--- src/logic/rob_pkg.sv ---
`default_nettype none

package rob_pkg;

    // slots per cycle for dispatch, writeback and commit
    localparam int issue_width = 2;

    // number of reorder buffer entries
    localparam int rob_depth = 8;

    // width of a rob id
    localparam int rob_id_w = $clog2(rob_depth);

    typedef logic [rob_id_w-1:0] rob_id_t;

    // rv32i architectural register number
    typedef logic [4:0] arch_reg_t;

    // result word
    typedef logic [31:0] data_t;

    // one rob entry
    // done is set by writeback, rd comes from dispatch
    typedef struct packed {
        logic      done;
        arch_reg_t rd;
        data_t     value;
    } rob_entry_t;

    // occupancy needs one extra bit so that a full rob can be told apart from empty
    typedef logic [rob_id_w:0] count_t;

endpackage

`default_nettype wire

--- src/logic/cdb_if.sv ---
`timescale 1ns/10ps
`default_nettype none

interface cdb_if;
    import rob_pkg::*;

    // one strobe per writeback port, no back-pressure
    logic [issue_width-1:0] valid;

    // entry being completed
    rob_id_t                rob_id [issue_width];

    // result carried to the entry
    data_t                  value  [issue_width];

    // entry store consumes both ports
    modport sink (input valid, input rob_id, input value);

endinterface

`default_nettype wire

--- src/logic/dispatch_if.sv ---
`timescale 1ns/10ps
`default_nettype none

interface dispatch_if;
    import rob_pkg::*;

    // request side, driven from the top inputs
    logic [issue_width-1:0] valid;
    arch_reg_t              rd  [issue_width];
    arch_reg_t              rs1 [issue_width];

    // grant side, driven by the control block
    logic [issue_width-1:0] accept;
    rob_id_t                id  [issue_width];

    // control decides acceptance and hands out ids
    modport ctrl (input valid, output accept, output id);

    // entry store writes rd into the allocated slots
    modport store (input accept, input id, input rd);

    // rename table looks up rs1 and records rd producers
    modport rename (input accept, input id, input rd, input rs1);

endinterface

`default_nettype wire

--- src/logic/rename_table.sv ---
`timescale 1ns/10ps
`default_nettype none

module rename_table (
    input  logic              clk,
    input  logic              rst,
    dispatch_if.rename        disp,
    input  logic [rob_pkg::issue_width-1:0] commit_valid,
    input  rob_pkg::rob_id_t  commit_id  [rob_pkg::issue_width],
    input  rob_pkg::arch_reg_t commit_rd [rob_pkg::issue_width],
    output rob_pkg::rob_id_t  src_tag    [rob_pkg::issue_width],
    output logic [rob_pkg::issue_width-1:0] src_busy
);
    import rob_pkg::*;

    // register has an in-flight writer
    logic [31:0] busy;
    // rob id of the youngest writer
    rob_id_t     tag [32];

    // rs1 lookup
    always_comb begin
        for (int i = 0; i < issue_width; i++) begin
            src_tag[i] = tag[disp.rs1[i]];
            src_busy[i] = busy[disp.rs1[i]];
            // an older slot in the same group writing rs1 is the real producer
            for (int k = 0; k < i; k++) begin
                if (disp.accept[k] && disp.rd[k] != '0 && disp.rd[k] == disp.rs1[i]) begin
                    src_tag[i] = disp.id[k];
                    src_busy[i] = 1'b1;
                end
            end
        end
    end

    // busy flags
    always_ff @(posedge clk) begin
        if (rst) begin
            busy <= '0;
        end else begin
            // clear only if the committing entry is still the youngest writer
            for (int i = 0; i < issue_width; i++) begin
                if (commit_valid[i] && tag[commit_rd[i]] == commit_id[i]) begin
                    busy[commit_rd[i]] <= 1'b0;
                end
            end
            // later assignment wins, so dispatch beats the clear and slot 1 beats slot 0
            // x0 is never marked
            for (int i = 0; i < issue_width; i++) begin
                if (disp.accept[i] && disp.rd[i] != '0) begin
                    busy[disp.rd[i]] <= 1'b1;
                end
            end
        end
    end

    // producer ids
    always_ff @(posedge clk) begin
        for (int i = 0; i < issue_width; i++) begin
            if (disp.accept[i] && disp.rd[i] != '0) begin
                tag[disp.rd[i]] <= disp.id[i];
            end
        end
    end

endmodule

`default_nettype wire

--- src/logic/rob_control.sv ---
`timescale 1ns/10ps
`default_nettype none

module rob_control (
    input  logic                clk,
    input  logic                rst,
    dispatch_if.ctrl            disp,
    input  rob_pkg::rob_entry_t head_entry    [rob_pkg::issue_width],
    input  logic [rob_pkg::issue_width-1:0] head_occupied,
    input  logic                commit_ready,
    output rob_pkg::rob_id_t    head,
    output logic [rob_pkg::issue_width-1:0] commit_valid,
    output logic                dispatch_ready,
    output logic                empty
);
    import rob_pkg::*;

    // oldest entry
    rob_id_t head_q;
    // next free entry
    rob_id_t tail_q;
    // entries in flight
    count_t  count;

    // entries entering and leaving this cycle
    count_t  num_push;
    count_t  num_pop;

    assign head = head_q;
    assign empty = (count == '0);

    // a whole group needs issue_width free entries
    assign dispatch_ready = (count <= count_t'(rob_depth - issue_width));

    // acceptance and id hand-out
    always_comb begin
        for (int i = 0; i < issue_width; i++) begin
            disp.accept[i] = disp.valid[i] && dispatch_ready;
            // ids run on from the tail, wrapping at the depth
            disp.id[i] = tail_q + rob_id_t'(i);
        end
    end

    // in-order commit
    // slot 0 needs an occupied, done head and a ready core
    // each later slot also needs every older slot to commit
    always_comb begin
        commit_valid[0] = commit_ready && head_occupied[0] && head_entry[0].done;
        for (int i = 1; i < issue_width; i++) begin
            commit_valid[i] = commit_valid[i-1] && head_occupied[i] && head_entry[i].done;
        end
    end

    // count pushes and pops
    always_comb begin
        num_push = '0;
        num_pop = '0;
        for (int i = 0; i < issue_width; i++) begin
            num_push = num_push + count_t'(disp.accept[i]);
            num_pop = num_pop + count_t'(commit_valid[i]);
        end
    end

    // pointers and occupancy
    always_ff @(posedge clk) begin
        if (rst) begin
            head_q <= '0;
            tail_q <= '0;
            count <= '0;
        end else begin
            head_q <= head_q + rob_id_t'(num_pop);
            tail_q <= tail_q + rob_id_t'(num_push);
            // both can happen in the same cycle
            count <= count + num_push - num_pop;
        end
    end

endmodule

`default_nettype wire

--- src/logic/rob_entry_store.sv ---
`timescale 1ns/10ps
`default_nettype none

module rob_entry_store (
    input  logic                clk,
    input  logic                rst,
    dispatch_if.store           disp,
    cdb_if.sink                 cdb,
    input  rob_pkg::rob_id_t    head,
    input  logic [rob_pkg::issue_width-1:0] commit_valid,
    output rob_pkg::rob_entry_t head_entry    [rob_pkg::issue_width],
    output logic [rob_pkg::issue_width-1:0] head_occupied
);
    import rob_pkg::*;

    // entry array
    rob_entry_t             entries [rob_depth];
    // one bit per allocated entry
    logic [rob_depth-1:0]   occupied;

    // entry payload
    always_ff @(posedge clk) begin
        // dispatch opens a fresh entry, not yet done
        for (int i = 0; i < issue_width; i++) begin
            if (disp.accept[i]) begin
                entries[disp.id[i]].rd <= disp.rd[i];
                entries[disp.id[i]].done <= 1'b0;
            end
        end
        // writeback completes an allocated entry
        for (int j = 0; j < issue_width; j++) begin
            if (cdb.valid[j]) begin
                entries[cdb.rob_id[j]].done <= 1'b1;
                entries[cdb.rob_id[j]].value <= cdb.value[j];
            end
        end
    end

    // allocation bits
    always_ff @(posedge clk) begin
        if (rst) begin
            occupied <= '0;
        end else begin
            // dispatch only targets free entries, so it never meets a commit
            for (int i = 0; i < issue_width; i++) begin
                if (disp.accept[i]) begin
                    occupied[disp.id[i]] <= 1'b1;
                end
                if (commit_valid[i]) begin
                    occupied[head + rob_id_t'(i)] <= 1'b0;
                end
            end
        end
    end

    // head window read
    always_comb begin
        for (int i = 0; i < issue_width; i++) begin
            head_entry[i] = entries[head + rob_id_t'(i)];
            head_occupied[i] = occupied[head + rob_id_t'(i)];
        end
    end

endmodule

`default_nettype wire

--- src/logic/rob_top.sv ---
`timescale 1ns/10ps
`default_nettype none

module rob_top (
    input  logic                clk,
    input  logic                rst,
    // dispatch group
    input  logic [rob_pkg::issue_width-1:0] disp_valid,
    input  rob_pkg::arch_reg_t  disp_rd      [rob_pkg::issue_width],
    input  rob_pkg::arch_reg_t  disp_rs1     [rob_pkg::issue_width],
    output logic                dispatch_ready,
    output rob_pkg::rob_id_t    disp_id      [rob_pkg::issue_width],
    output rob_pkg::rob_id_t    src_tag      [rob_pkg::issue_width],
    output logic [rob_pkg::issue_width-1:0] src_busy,
    // writeback ports
    input  logic [rob_pkg::issue_width-1:0] wb_valid,
    input  rob_pkg::rob_id_t    wb_id        [rob_pkg::issue_width],
    input  rob_pkg::data_t      wb_value     [rob_pkg::issue_width],
    // commit
    input  logic                commit_ready,
    output logic [rob_pkg::issue_width-1:0] commit_valid,
    output rob_pkg::rob_id_t    commit_id    [rob_pkg::issue_width],
    output rob_pkg::arch_reg_t  commit_rd    [rob_pkg::issue_width],
    output rob_pkg::data_t      commit_value [rob_pkg::issue_width],
    output logic                empty
);
    import rob_pkg::*;

    dispatch_if disp_bus ();
    cdb_if      cdb_bus ();

    // head window shared by the store and control
    rob_entry_t             head_entry [issue_width];
    logic [issue_width-1:0] head_occupied;
    rob_id_t                head;

    // dispatch requests in, ids out
    assign disp_bus.valid = disp_valid;
    assign disp_bus.rd = disp_rd;
    assign disp_bus.rs1 = disp_rs1;
    assign disp_id = disp_bus.id;

    // writeback straight onto the bus
    assign cdb_bus.valid = wb_valid;
    assign cdb_bus.rob_id = wb_id;
    assign cdb_bus.value = wb_value;

    // commit fields taken from the head window
    for (genvar i = 0; i < issue_width; i++) begin : g_commit
        assign commit_id[i] = head + rob_id_t'(i);
        assign commit_rd[i] = head_entry[i].rd;
        assign commit_value[i] = head_entry[i].value;
    end

    rob_control rob_control_i (
        .clk            (clk),
        .rst            (rst),
        .disp           (disp_bus.ctrl),
        .head_entry     (head_entry),
        .head_occupied  (head_occupied),
        .commit_ready   (commit_ready),
        .head           (head),
        .commit_valid   (commit_valid),
        .dispatch_ready (dispatch_ready),
        .empty          (empty)
    );

    rob_entry_store rob_entry_store_i (
        .clk            (clk),
        .rst            (rst),
        .disp           (disp_bus.store),
        .cdb            (cdb_bus.sink),
        .head           (head),
        .commit_valid   (commit_valid),
        .head_entry     (head_entry),
        .head_occupied  (head_occupied)
    );

    rename_table rename_table_i (
        .clk            (clk),
        .rst            (rst),
        .disp           (disp_bus.rename),
        .commit_valid   (commit_valid),
        .commit_id      (commit_id),
        .commit_rd      (commit_rd),
        .src_tag        (src_tag),
        .src_busy       (src_busy)
    );

endmodule

`default_nettype wire

--- config.mk ---
export PLATFORM = sky130hd
export DESIGN_NAME = rob_top
export DESIGN_NICKNAME = d
export VERILOG_FILES = /design/src/logic/rob_pkg.sv /design/src/logic/cdb_if.sv /design/src/logic/dispatch_if.sv /design/src/logic/rename_table.sv /design/src/logic/rob_control.sv /design/src/logic/rob_entry_store.sv /design/src/logic/rob_top.sv
export SDC_FILE = /design/constraint.sdc
export NUM_CORES = 1
export LEC_CHECK = 0
export BUFFER_PORTS_ARGS = -buffer_cell sky130_fd_sc_hd__buf_2
export CORE_UTILIZATION = 62
export DETAILED_ROUTE_END_ITERATION = 7
export PLACE_DENSITY = 0.83
export SETUP_SLACK_MARGIN = 0.3
export SLEW_MARGIN = 10
export SYNTH_ARGS = -nofsm -noshare
export SYNTH_HDL_FRONTEND = slang
export SYNTH_SLANG_ARGS = --single-unit
--- constraint.sdc ---
create_clock -name clk -period 4.75 [get_ports clk]
set_input_delay 0.95 -clock clk [delete_from_list [all_inputs] [get_ports clk]]
set_output_delay 0.95 -clock clk [all_outputs]
set_load 0.02 [all_outputs]
# Word-level counts from Yosys, hierarchy flattened

Memories as Yosys holds them, arrays and structs flattened. A register that Yosys moved wholly into a read port is not among the register bits.
Index checks and enable logic that the tools add are counted.

Register bits after elaboration: 50
Bits in writable memories: 400
Output and inout bits: 98
Memories: 2

Memories:

| memory                    | depth | width | read ports | clocked after Yosys merged registers in | wr ports | line                  | RTL |
|---|---|---|---|---|---|---|---|
| rob_entry_store_i.entries | 8     | 38    | 2          | 1                                       | 4        | rob_entry_store.sv:17 | `rob_entry_t entries [rob_depth];` |
| rename_table_i.tag        | 32    | 3     | 4          | 0                                       | 2        | rename_table.sv:19    | `rob_id_t tag [32];` |

Add/sub/neg operators: 8
Order comparisons: 19
Eq/ne operators: 3
Multiplexer cells: 53
Bitwise operators: 12
Reduce and logical (&&, ||, !) cells: 22

Operators with widths:

| cell                                                                                | count |
|---|---|
| 32-bit two-way mux                                                                  | 7 |
| 32-bit AND                                                                          | 2 |
| 32-bit inverter                                                                     | 2 |
| 32-bit OR                                                                           | 2 |
| 8-bit two-way mux                                                                   | 7 |
| 5-bit by 6-bit less-than comparator with 1-bit output, second input constant        | 6 |
| 1-bit two-way mux                                                                   | 25 |
| 1-bit demux with 5-bit select                                                       | 4 |
| 5-bit by 1-bit greater-or-equal comparator with 1-bit output, second input constant | 4 |
| 1-bit logical AND                                                                   | 19 |
| 8-bit AND                                                                           | 2 |
| 3-bit by 4-bit less-than comparator with 1-bit output, second input constant        | 4 |
| 8-bit inverter                                                                      | 2 |
| 8-bit OR                                                                            | 2 |
| 1-bit demux with 3-bit select                                                       | 4 |
| 3-bit by 1-bit greater-or-equal comparator with 1-bit output, second input constant | 4 |
| 1-bit binary-select mux with 5-bit select                                           | 2 |
| 5-bit nonzero test                                                                  | 2 |
| 3-bit by 1-bit adder with 3-bit output, second input constant                       | 2 |
| 3-bit adder                                                                         | 2 |
| 1-bit binary-select mux with 3-bit select                                           | 2 |
| 3-bit equality test                                                                 | 2 |
| 3-bit two-way mux                                                                   | 2 |
| 5-bit equality test                                                                 | 1 |
| 5 further kinds                                                                     | 6 |

# Longest topological paths before layout

Gate-level depths: netlist of the first run.

Word-level depth: 16
Gate-level depth with buffers: 18
Mapped depth without buffers: 15

# By module

From an unflattened synthesis of the first run, not the netlist that was laid out.

Cells, all modules: 2036
Area, all modules: 29166.7 sq um

By module, submodules not included:

| module          | times used | cells an instance | area each (sq um) |
|---|---|---|---|
| rob_entry_store | 1          | 1089              | 18231.2 |
| rename_table    | 1          | 881               | 10287.4 |
| rob_control     | 1          | 63                | 623.1 |
| rob_top         | 1          | 3                 | 25.0 |

# Least setup slack after synthesis of the first run

OpenSTA, ideal clock, no wires.

Path type: reg-to-reg
From: register rob_control_i.head_q[2] (netlist: rob_control_i.head[2])
To: register rob_control_i.count[3]
Arrival time: 4.151 ns
Required time: 4.622 ns
Slack: 0.471 ns
Stages on the path, launching flop included: 18
Buffers on the path: 4
Cells stage by stage: dfxtp_1 buf_2 buf_4 buf_2 buf_2 mux2_2 a22oi_1 o21ai_0 o21ai_0 clkinv_1 ha_1 fa_1 inv_1 ha_1 a21o_1 a21oi_1 xnor2_1 nor2_1

Cells in the longest elaborated chain, start to end: 8
Elaborated cells on any way between the ends: 12

RTL lines:

| element                                       | line                  | RTL |
|---|---|---|
| from (decl)                                   | rob_control.sv:19     | `rob_id_t head_q;` |
| from (signal assigned)                        | rob_control.sv:71     | `head_q <= head_q + rob_id_t'(num_pop);` |
| 1-bit binary-select mux with 3-bit select (*) | rob_entry_store.sv:60 | `head_occupied[i] = occupied[head + rob_id_t'(i)];` |
| 1-bit two-way mux (not written as such) (*)   | rob_entry_store.sv:60 |  |
| 1-bit logical AND (*) (2 in series)           | rob_control.sv:48     | `commit_valid[0] = commit_ready && head_occupied[0] && head_entry[0].done;` |
| net commit_valid, one bit                     | rob_top.sv:21         | `output logic [rob_pkg::issue_width-1:0] commit_valid,` |
| 1-bit logical AND (2 in series)               | rob_control.sv:50     | `commit_valid[i] = commit_valid[i-1] && head_occupied[i] && head_entry[i].done;` |
| 1-bit by 1-bit adder with 2-bit output (*)    | rob_control.sv:60     | `num_pop = num_pop + count_t'(commit_valid[i]);` |
| 4-bit subtractor (*)                          | rob_control.sv:74     | `count <= count + num_push - num_pop;` |
| to (signal assigned)                          | rob_control.sv:74     |  |
| to (decl)                                     | rob_control.sv:23     | `count_t count;` |

The timed path passes the listed nets; every way through them passes the cells marked *. The select of a mux whose other input is x is not followed.
A chain may end at the register's enable or synchronous reset.

==> qor.yml, run 1 <==
outcome:
  status: "finished, final reports clean"
synthesis:
  synth_area_leaders: "edfxtp_1 (41%), mux2_2 (11%), mux4_2 (8.6%)"
  synth_ff_type: "edfxtp_1"
  synth_seq_cells: 450
  synth_edf_count: 392
  yosysTopAreaCellShare_pct: 40.9
  netlist_instances: 2472
  yosysWarnings: 0
  synth_top_area_cell: "edfxtp_1"
  synth_area_um2: 28800
  yosysUniqueCellTypes: 79
  yosys-top-cells-count: "edfxtp_1 (392), mux2_2 (289), nand2_1 (211)"
  synth_most_common_cell: "edfxtp_1"
  seq_area_frac_synth_pct: 45.0
  async_reset_ff_share_pct: 0
  synth_area_per_cell_um2: 11.6
clocking:
  cts_buffer_depth: 3
  htreeDepth: 2
  clkTransAtPathRegs_ns: 0.06
  hold_buffers: 0
  cts.sinks: 450
  cts_tree: "yes"
  cts_buffers: 50
  clk_latency_ns: 0.63
  cts-root-buf: "clkbuf_16"
worst_setup_path:
  crit_start: "rob_control_i.head[0]"
  critPathKind: "reg2out"
  max_stage_delay_ns: 0.63
  worstPathMaxFanout: 20
  reg2reg_slack_ns: 0.43
  crit_chain: "ha_4 -> inv_2 -> buf_4 -> nor2_1 -> a22oi_1 -> o221ai_1 -> buf_2"
  slowest_stage: "nor2_1"
  cp-start-kind: "flip-flop"
  critPathArrivalTime_ns: 3.42
  crit_path_end_kind: "primary output"
  required_ns: 3.80
  reg2reg_from: "rob_control_i.head[1]"
floorplan:
  ios: 195
  coreArea_um2: 45600
  initial_utilization_pct: 63.1
  fp.dieArea_um2: 47200
  fp.dieW_um: 217
  dieHeight_um: 217
  num_rows: 78
detailed_routing:
  drtPass1Iterations: 6
  avgRoutedWirePerCell_um: 31.7
  wl_um: 103000
  route.detailed.drc: 0
  drt.antenna.violating_nets: 0
  num_vias: 24500
  drt_iter0_drc: 3963
  viasPerCell: 7.54
sta:
  finalSetupViolCount: 0
  clock_skew_ns: 0.0529
  hold_viol_final: 0
  relSlewSlack_pct: 13.8
  fin_tns_setup_ns: 0
  worstMarginPinSlew_ns: 1.28
  slew_viol_final: 0
  rsz0062_at_grt: "no"
  final.min_clock_period_ns: 4.37
  post-route-period-util_pct: 92.1
  max_freq_ghz: 0.229
power:
  ir_drop_v: 0.000354
  internal_power_w: 0.00887
  p_sw_share_pct: 39.1
  leakage_nw: 11.1
  clkPwrFrac_pct: 25.7
  power_density_nw_per_um2: 453
  power.switching_w: 0.00570
  combPwrFrac_pct: 40.0
  seqPwrFrac_pct: 34.3
  p_total_w: 0.0146
global_route:
  antenna_found_initial: 10
  grt.total_usage_pct: 43.3
  grt_pass1_wl_um: 151000
  overflow: 0
  grt_pass1_vias: 24000
  grt_max_degree: 94
cells_and_area:
  fill_cells: 3126
  layout-drive-gt1-share_pct: 31.1
  fin_nets: 2719
  syn2layout_area_growth_pct: 11.9
place:
  gp_congestion: 1.15
  dp_hpwl_um: 68100
  place.port_buffers: 194
hold_path:
  worstHoldStart: "rob_entry_store_i.entries[1][37]"
  hp-class: "reg2reg"
job:
  maxCapViolCount: 0
-- layout make-up --
class	count	area, um^2	share of cell area (%)
Inverter	45	171	0.533
Tap cell	600	751	2.33
Multi-Input combinational cell	1771	15000	46.5
Antenna cell	6	15.0	0.0467
Timing Repair Buffer	288	1770	5.51
Sequential cell	450	12900	40.2
Clock inverter	17	123	0.381
Clock buffer	75	1430	4.44
-- layout by cell type (no fill, tap or decap), types with 71 or more instances in the layout --
| cell type | count |
|---|---|
| mux2_2 | 289 |
| a22oi_1 | 123 |
| edfxtp_1 | 392 |
| mux2i_1 | 151 |
| mux4_2 | 110 |
| xnor2_1 | 71 |
| a21oi_1 | 75 |
| buf_4 | 83 |
| nand2_1 | 211 |
| buf_2 | 194 |
| nor2_1 | 146 |
-- state kept, by name (all words and copies together) (netlist names) --
signal                      count
rename_table_i.busy            32
rename_table_i.tag             96
rob_control_i.count             4
rob_control_i.head              3
rob_control_i.tail_q            3
rob_entry_store_i.entries     304
rob_entry_store_i.occupied      8
-- final timing paths --
kind | end | depth (start not counted)
setup / recovery | commit_value[0] | 7
hold / removal | rob_entry_store_i.entries[1][37] | 1
setup reg to reg | rename_table_i.busy[26] | 15
hold reg to reg | rob_entry_store_i.entries[1][37] | 1
-- critical path, delay by kind of cell (launching register included) --
kind / cells / cell delay [ns]
DFF: 1 / 0.36
AOI/OAI and AO/OA: 2 / 0.66
and+or+nand+nor: 1 / 0.63
buffers and inverters: 3 / 0.73
adders and majority gates: 1 / 0.39
-- metal layers --
layer	track usage, %	routed length (um)	up-vias
met5	0	102	-
met4	27.2	7050	14
met3	13.2	15500	481
met2	66.0	46000	2226
met1	54.0	34300	11900
li1	-	-	9934
-- kinds of logic after synthesis --
logic type	synth area share [%]
fa+ha+maj	0.801
xor+xnor	2.45
other cells	0.0130
simple gates	9.56
flops	45.0
compound gates	13.2
buf+inv	3.70
mux	25.3
-- metrics by stage --
stage	setup slack (ns)	hold slack (ns)	cells	instance area [um^2]	utilization [%]
detailed placement	0.464	0.469	3152	30500	67.0
CTS	0.417	0.483	3244	32100	70.4
global route	0.313	0.528	3248	32200	70.6
finish	0.376	0.491	3252	32200	70.6
floorplan	0.471	0.444	2474	28800	-
global placement	0.494	0.459	3152	30500	67.0
-- power by group through the flow --
stage,clock network [W],registers (W),logic (W)
global placement,0,0.00504,0.00540
global route,0.00387,0.00502,0.00604
CTS,0.00372,0.00498,0.00551
detailed placement,0,0.00506,0.00547
floorplan,0,0.00498,0.00367
finish,0.00375,0.00500,0.00582
-- repair_timing --
action / in CTS / in global routing
cloned: 0 / 0
setup endpoints to repair: 2 / 35
pin swaps: 0 / 1
gates resized for setup: 2 / 9
buffers inserted: 0 / 2
Power figures use the tool's default switching activity.
==> run 2, diff against run 1 <==
--- a/config.mk
+++ b/config.mk
@@ -13,4 +13,5 @@
 export SLEW_MARGIN = 10
 export SYNTH_ARGS = -nofsm -noshare
 export SYNTH_HDL_FRONTEND = slang
+export SYNTH_HIERARCHICAL = 1
 export SYNTH_SLANG_ARGS = --single-unit
==> run 2 against run 1 <==
Power up 2.8%. Synthesized cell count is 18% lower. Wire length decreased by 5.7%. Critical endpoint is now rename_table_i/busy[5]. Clock power grew 4%. Global-route usage down 2.9 points.
==> qor.yml, run 2 <==
outcome:
  status: "finished, final reports clean"  # unchanged
place:
  dp_hpwl_um: 63100  # was 68100 um
  gp_congestion: 1.04  # was 1.15
  dp.cells: 2705  # was 3152
  place.port_buffers: 194  # unchanged
power:
  leakage_nw: 11.0  # was 11.1 nW
  ir_drop_v: 0.00105  # was 0.000354 V
  power_density_nw_per_um2: 463  # was 453 nW/um^2
worst_setup_path:
  reg2reg_slack_ns: 0.42  # was 0.43 ns
  critPathArrivalTime_ns: 4.81  # was 3.42 ns
  crit_start: "rob_control_i/head[1]"  # was rob_control_i.head[0]
  crit_path_end_kind: "flip-flop"  # was primary output
  setup.worst_path.end: "rename_table_i/busy[5]"  # was commit_value[0]
  worstPathMaxFanout: 32  # was 20
  reg2reg_from: "rob_control_i/head[1]"  # was rob_control_i.head[1]
  max_stage_delay_ns: 0.59  # was 0.63 ns
  cp-start-kind: "flip-flop"  # unchanged
  timing.rr.end: "rename_table_i/busy[5]"  # was rename_table_i.busy[26]
  crit_chain: "buf_6 -> mux4_2 -> mux2_4 -> or4bb_1 -> o22ai_1 -> nor4_1 -> and3_1 -> or4_1 -> buf_4 -> o41ai_1 -> o21ai_1"  # was ha_4 -> inv_2 -> buf_4 -> nor2_1 -> a22oi_1 -> o221ai_1 -> buf_2
  critPathKind: "reg2reg"  # was reg2out
  slowest_stage: "or4bb_1"  # was nor2_1
  worstRegToRegCells: 11  # was 15
  required_ns: 5.23  # was 3.80 ns
sta:
  relSlewSlack_pct: 16.9  # was 13.8%
  fin_tns_setup_ns: 0  # unchanged
  slew_viol_final: 0  # unchanged
  max_freq_ghz: 0.231  # was 0.229 GHz
  rsz0062_at_grt: "no"  # unchanged
  worstMarginPinSlew_ns: 1.24  # was 1.28 ns
  finalSetupViolCount: 0  # unchanged
  clock_skew_ns: 0.0119  # was 0.0529 ns
  final.min_clock_period_ns: 4.33  # was 4.37 ns
  holdWs_ns: 0.466  # was 0.491 ns
  hold_viol_final: 0  # unchanged
  post-route-period-util_pct: 91.1  # was 92.1%
synthesis:
  synth-simple-area-share_pct: 6.84  # was 9.56%
  synth_top_family_by_area: "multiplexers"  # unchanged
  synth_edf_count: 392  # unchanged
  seq_area_frac_synth_pct: 44.3  # was 45.0%
  synth_seq_cells: 450  # unchanged
  netlist_instances: 2036  # was 2472
  synth-xor-area-share_pct: 0.390  # was 2.45%
  yosysUniqueCellTypes: 66  # was 79
  synth_ff_type: "edfxtp_1"  # unchanged
  synthMuxAreaShare_pct: 37.7  # was 25.3%
  synth_compound_area_share_pct: 5.99  # was 13.2%
  synth_fa_ha_area_share_pct: 0.832  # was 0.801%
  yosys-top-cells-count: "mux2_2 (413), edfxtp_1 (392), mux4_2 (236)"  # was edfxtp_1 (392), mux2_2 (289), nand2_1 (211)
  synth_area_per_cell_um2: 14.3  # was 11.6 um^2
  synth_most_common_cell: "mux2_2"  # was edfxtp_1
  synth_top_area_cell: "edfxtp_1"  # unchanged
  async_reset_ff_share_pct: 0  # unchanged
  yosysTopAreaCellShare_pct: 40.4  # was 40.9%
  synth_area_um2: 29200  # was 28800 um^2
  synth_area_leaders: "edfxtp_1 (40%), mux4_2 (18%), mux2_2 (16%)"  # was edfxtp_1 (41%), mux2_2 (11%), mux4_2 (8.6%)
  yosysWarnings: 6  # was 0
detailed_routing:
  num_vias: 21700  # was 24500
  avgRoutedWirePerCell_um: 34.6  # was 31.7 um
  drtPass1Iterations: 6  # unchanged
  viasPerCell: 7.75  # was 7.54
  drt.antenna.violating_nets: 0  # unchanged
  route.detailed.drc: 0  # unchanged
  drt_iter0_drc: 3181  # was 3963
  wl_um: 97100  # was 103000 um
clocking:
  cts_buffer_depth: 3  # unchanged
  cts.sinks: 450  # unchanged
  clk_latency_ns: 0.61  # was 0.63 ns
  cts-root-buf: "clkbuf_16"  # unchanged
  cts_buffers: 49  # was 50
  cts_tree: "yes"  # unchanged
  clkTransAtPathRegs_ns: 0.06  # about the same
  hold_buffers: 0  # unchanged
  htreeDepth: 2  # unchanged
floorplan:
  fp.dieArea_um2: 47900  # was 47200 um^2
  ios: 195  # unchanged
  dieHeight_um: 219  # was 217 um
  coreArea_um2: 46500  # was 45600 um^2
  num_rows: 79  # was 78
  initial_utilization_pct: 62.8  # was 63.1%
  fp.dieW_um: 219  # was 217 um
global_route:
  grt_max_degree: 71  # was 94
  grt.total_usage_pct: 40.5  # was 43.3%
  antenna_found_initial: 12  # was 10
  grt_pass1_wl_um: 141000  # was 151000 um
  overflow: 0  # unchanged
  grt_pass1_vias: 21500  # was 24000
cells_and_area:
  final_common_cell: "mux2_2"  # was edfxtp_1
  layout-drive-gt1-share_pct: 46.8  # was 31.1%
  fin_nets: 2267  # was 2719
  syn2layout_area_growth_pct: 10.9  # was 11.9%
  fin_util_pct: 69.6  # was 70.6%
  largest_reg_flops: 304  # unchanged
  final_cell_mix: "mux2_2 (407), edfxtp_1 (392), mux4_2 (236)"  # was edfxtp_1 (392), mux2_2 (289), nand2_1 (211)
  fin_cells: 2804  # was 3252
job:
  maxCapViolCount: 0  # unchanged
hold_path:
  hp-class: "reg2reg"  # unchanged
run 2: cell types whose count changed after synthesis, moves of 40 or more:
cell | before | now
mux2i_1 | 152 | 100
a22oi_1 | 123 | 0
a21oi_1 | 75 | 7
mux2_2 | 289 | 413
clkbuf_1 | 149 | 72
o41ai_1 | 1 | 53
nor2_1 | 151 | 45
buf_2 | 16 | 63
o211ai_1 | 40 | 0
o21ai_0 | 74 | 22
nand2_1 | 211 | 122
nand3_1 | 56 | 15
mux4_2 | 110 | 236
xnor2_1 | 71 | 3
run 2: what timing repair did:
action / 4_1_cts / 5_1_grt
gates resized for setup: 3 / 9
cloned: 1 / 1
setup endpoints to repair: 2 / 32
buffers inserted: 0 / 2
run 2: routing by layer:
metal	vias to the layer above	GRT usage (%)	wire length [um]	share of wire [%]
met4	14	20.1	5360	5.5
met3	371	10.9	12800	13
li1	8627	-	-	-
met1	10900	53.2	34200	35
met5	-	0	99	0.10
met2	1857	62.3	44600	46
run 2: layout make-up:
| type | count | area (um^2) |
|---|---|---|
| Timing Repair Buffer | 257 | 1620 |
| Antenna cell | 3 | 7.51 |
| Tap cell | 607 | 759 |
| Multi-Input combinational cell | 1364 | 15300 |
| Clock buffer | 58 | 1300 |
| Clock inverter | 34 | 329 |
| Sequential cell | 450 | 12900 |
| Inverter | 31 | 116 |
| Fill cell | 3138 | 14100 |
run 2: worst min path at each step:
stage / from / end / slack, ns / depth (start not counted)
4_1_cts: rename_table_i/busy[0] / rename_table_i/busy[0] / 0.46 / 2
2_1_floorplan: rename_table_i/busy[0] / rename_table_i/busy[0] / 0.43 / 2
3_3_place_gp: rename_table_i/busy[0] / rename_table_i/busy[0] / 0.45 / 2
3_5_place_dp: rename_table_i/busy[0] / rename_table_i/busy[0] / 0.46 / 2
5_1_grt: rename_table_i/busy[0] / rename_table_i/busy[0] / 0.48 / 2
6_report: rename_table_i/busy[0] / rename_table_i/busy[0] / 0.47 / 2
run 2: cell families after synthesis:
kind of cell,Yosys count
simple gates,344
other cells,1
mux,751
buf+inv,224
xor+xnor,13
compound gates,236
fa+ha+maj,17
flops,450
run 2: through the flow:
step	total power (W)	setup slack, ns	instance area [um^2]
after floorplan	0.00922	0.343	29200
after global placement	0.0107	0.360	30600
after detailed placement	0.0109	0.338	30600
after CTS	0.0148	0.307	32200
after global routing	0.0154	0.308	32300
final	0.0150	0.422	32300
run 2: critical path, delay by kind of cell (launching register included):
kind / cells / cell delay (ns)
AOI/OAI and AO/OA: 3 / 0.89
buffers and inverters: 2 / 0.49
DFF: 1 / 0.40
muxes: 2 / 0.97
and+or+nand+nor: 4 / 1.40
run 2: power breakdown:
part	switching, W	total (W)	internal, W
Sequential	0.000254	0.00503	0.00478
Clock	0.00166	0.00390	0.00224
Combinational	0.00381	0.00605	0.00224
Total	0.00572	0.0150	0.00926
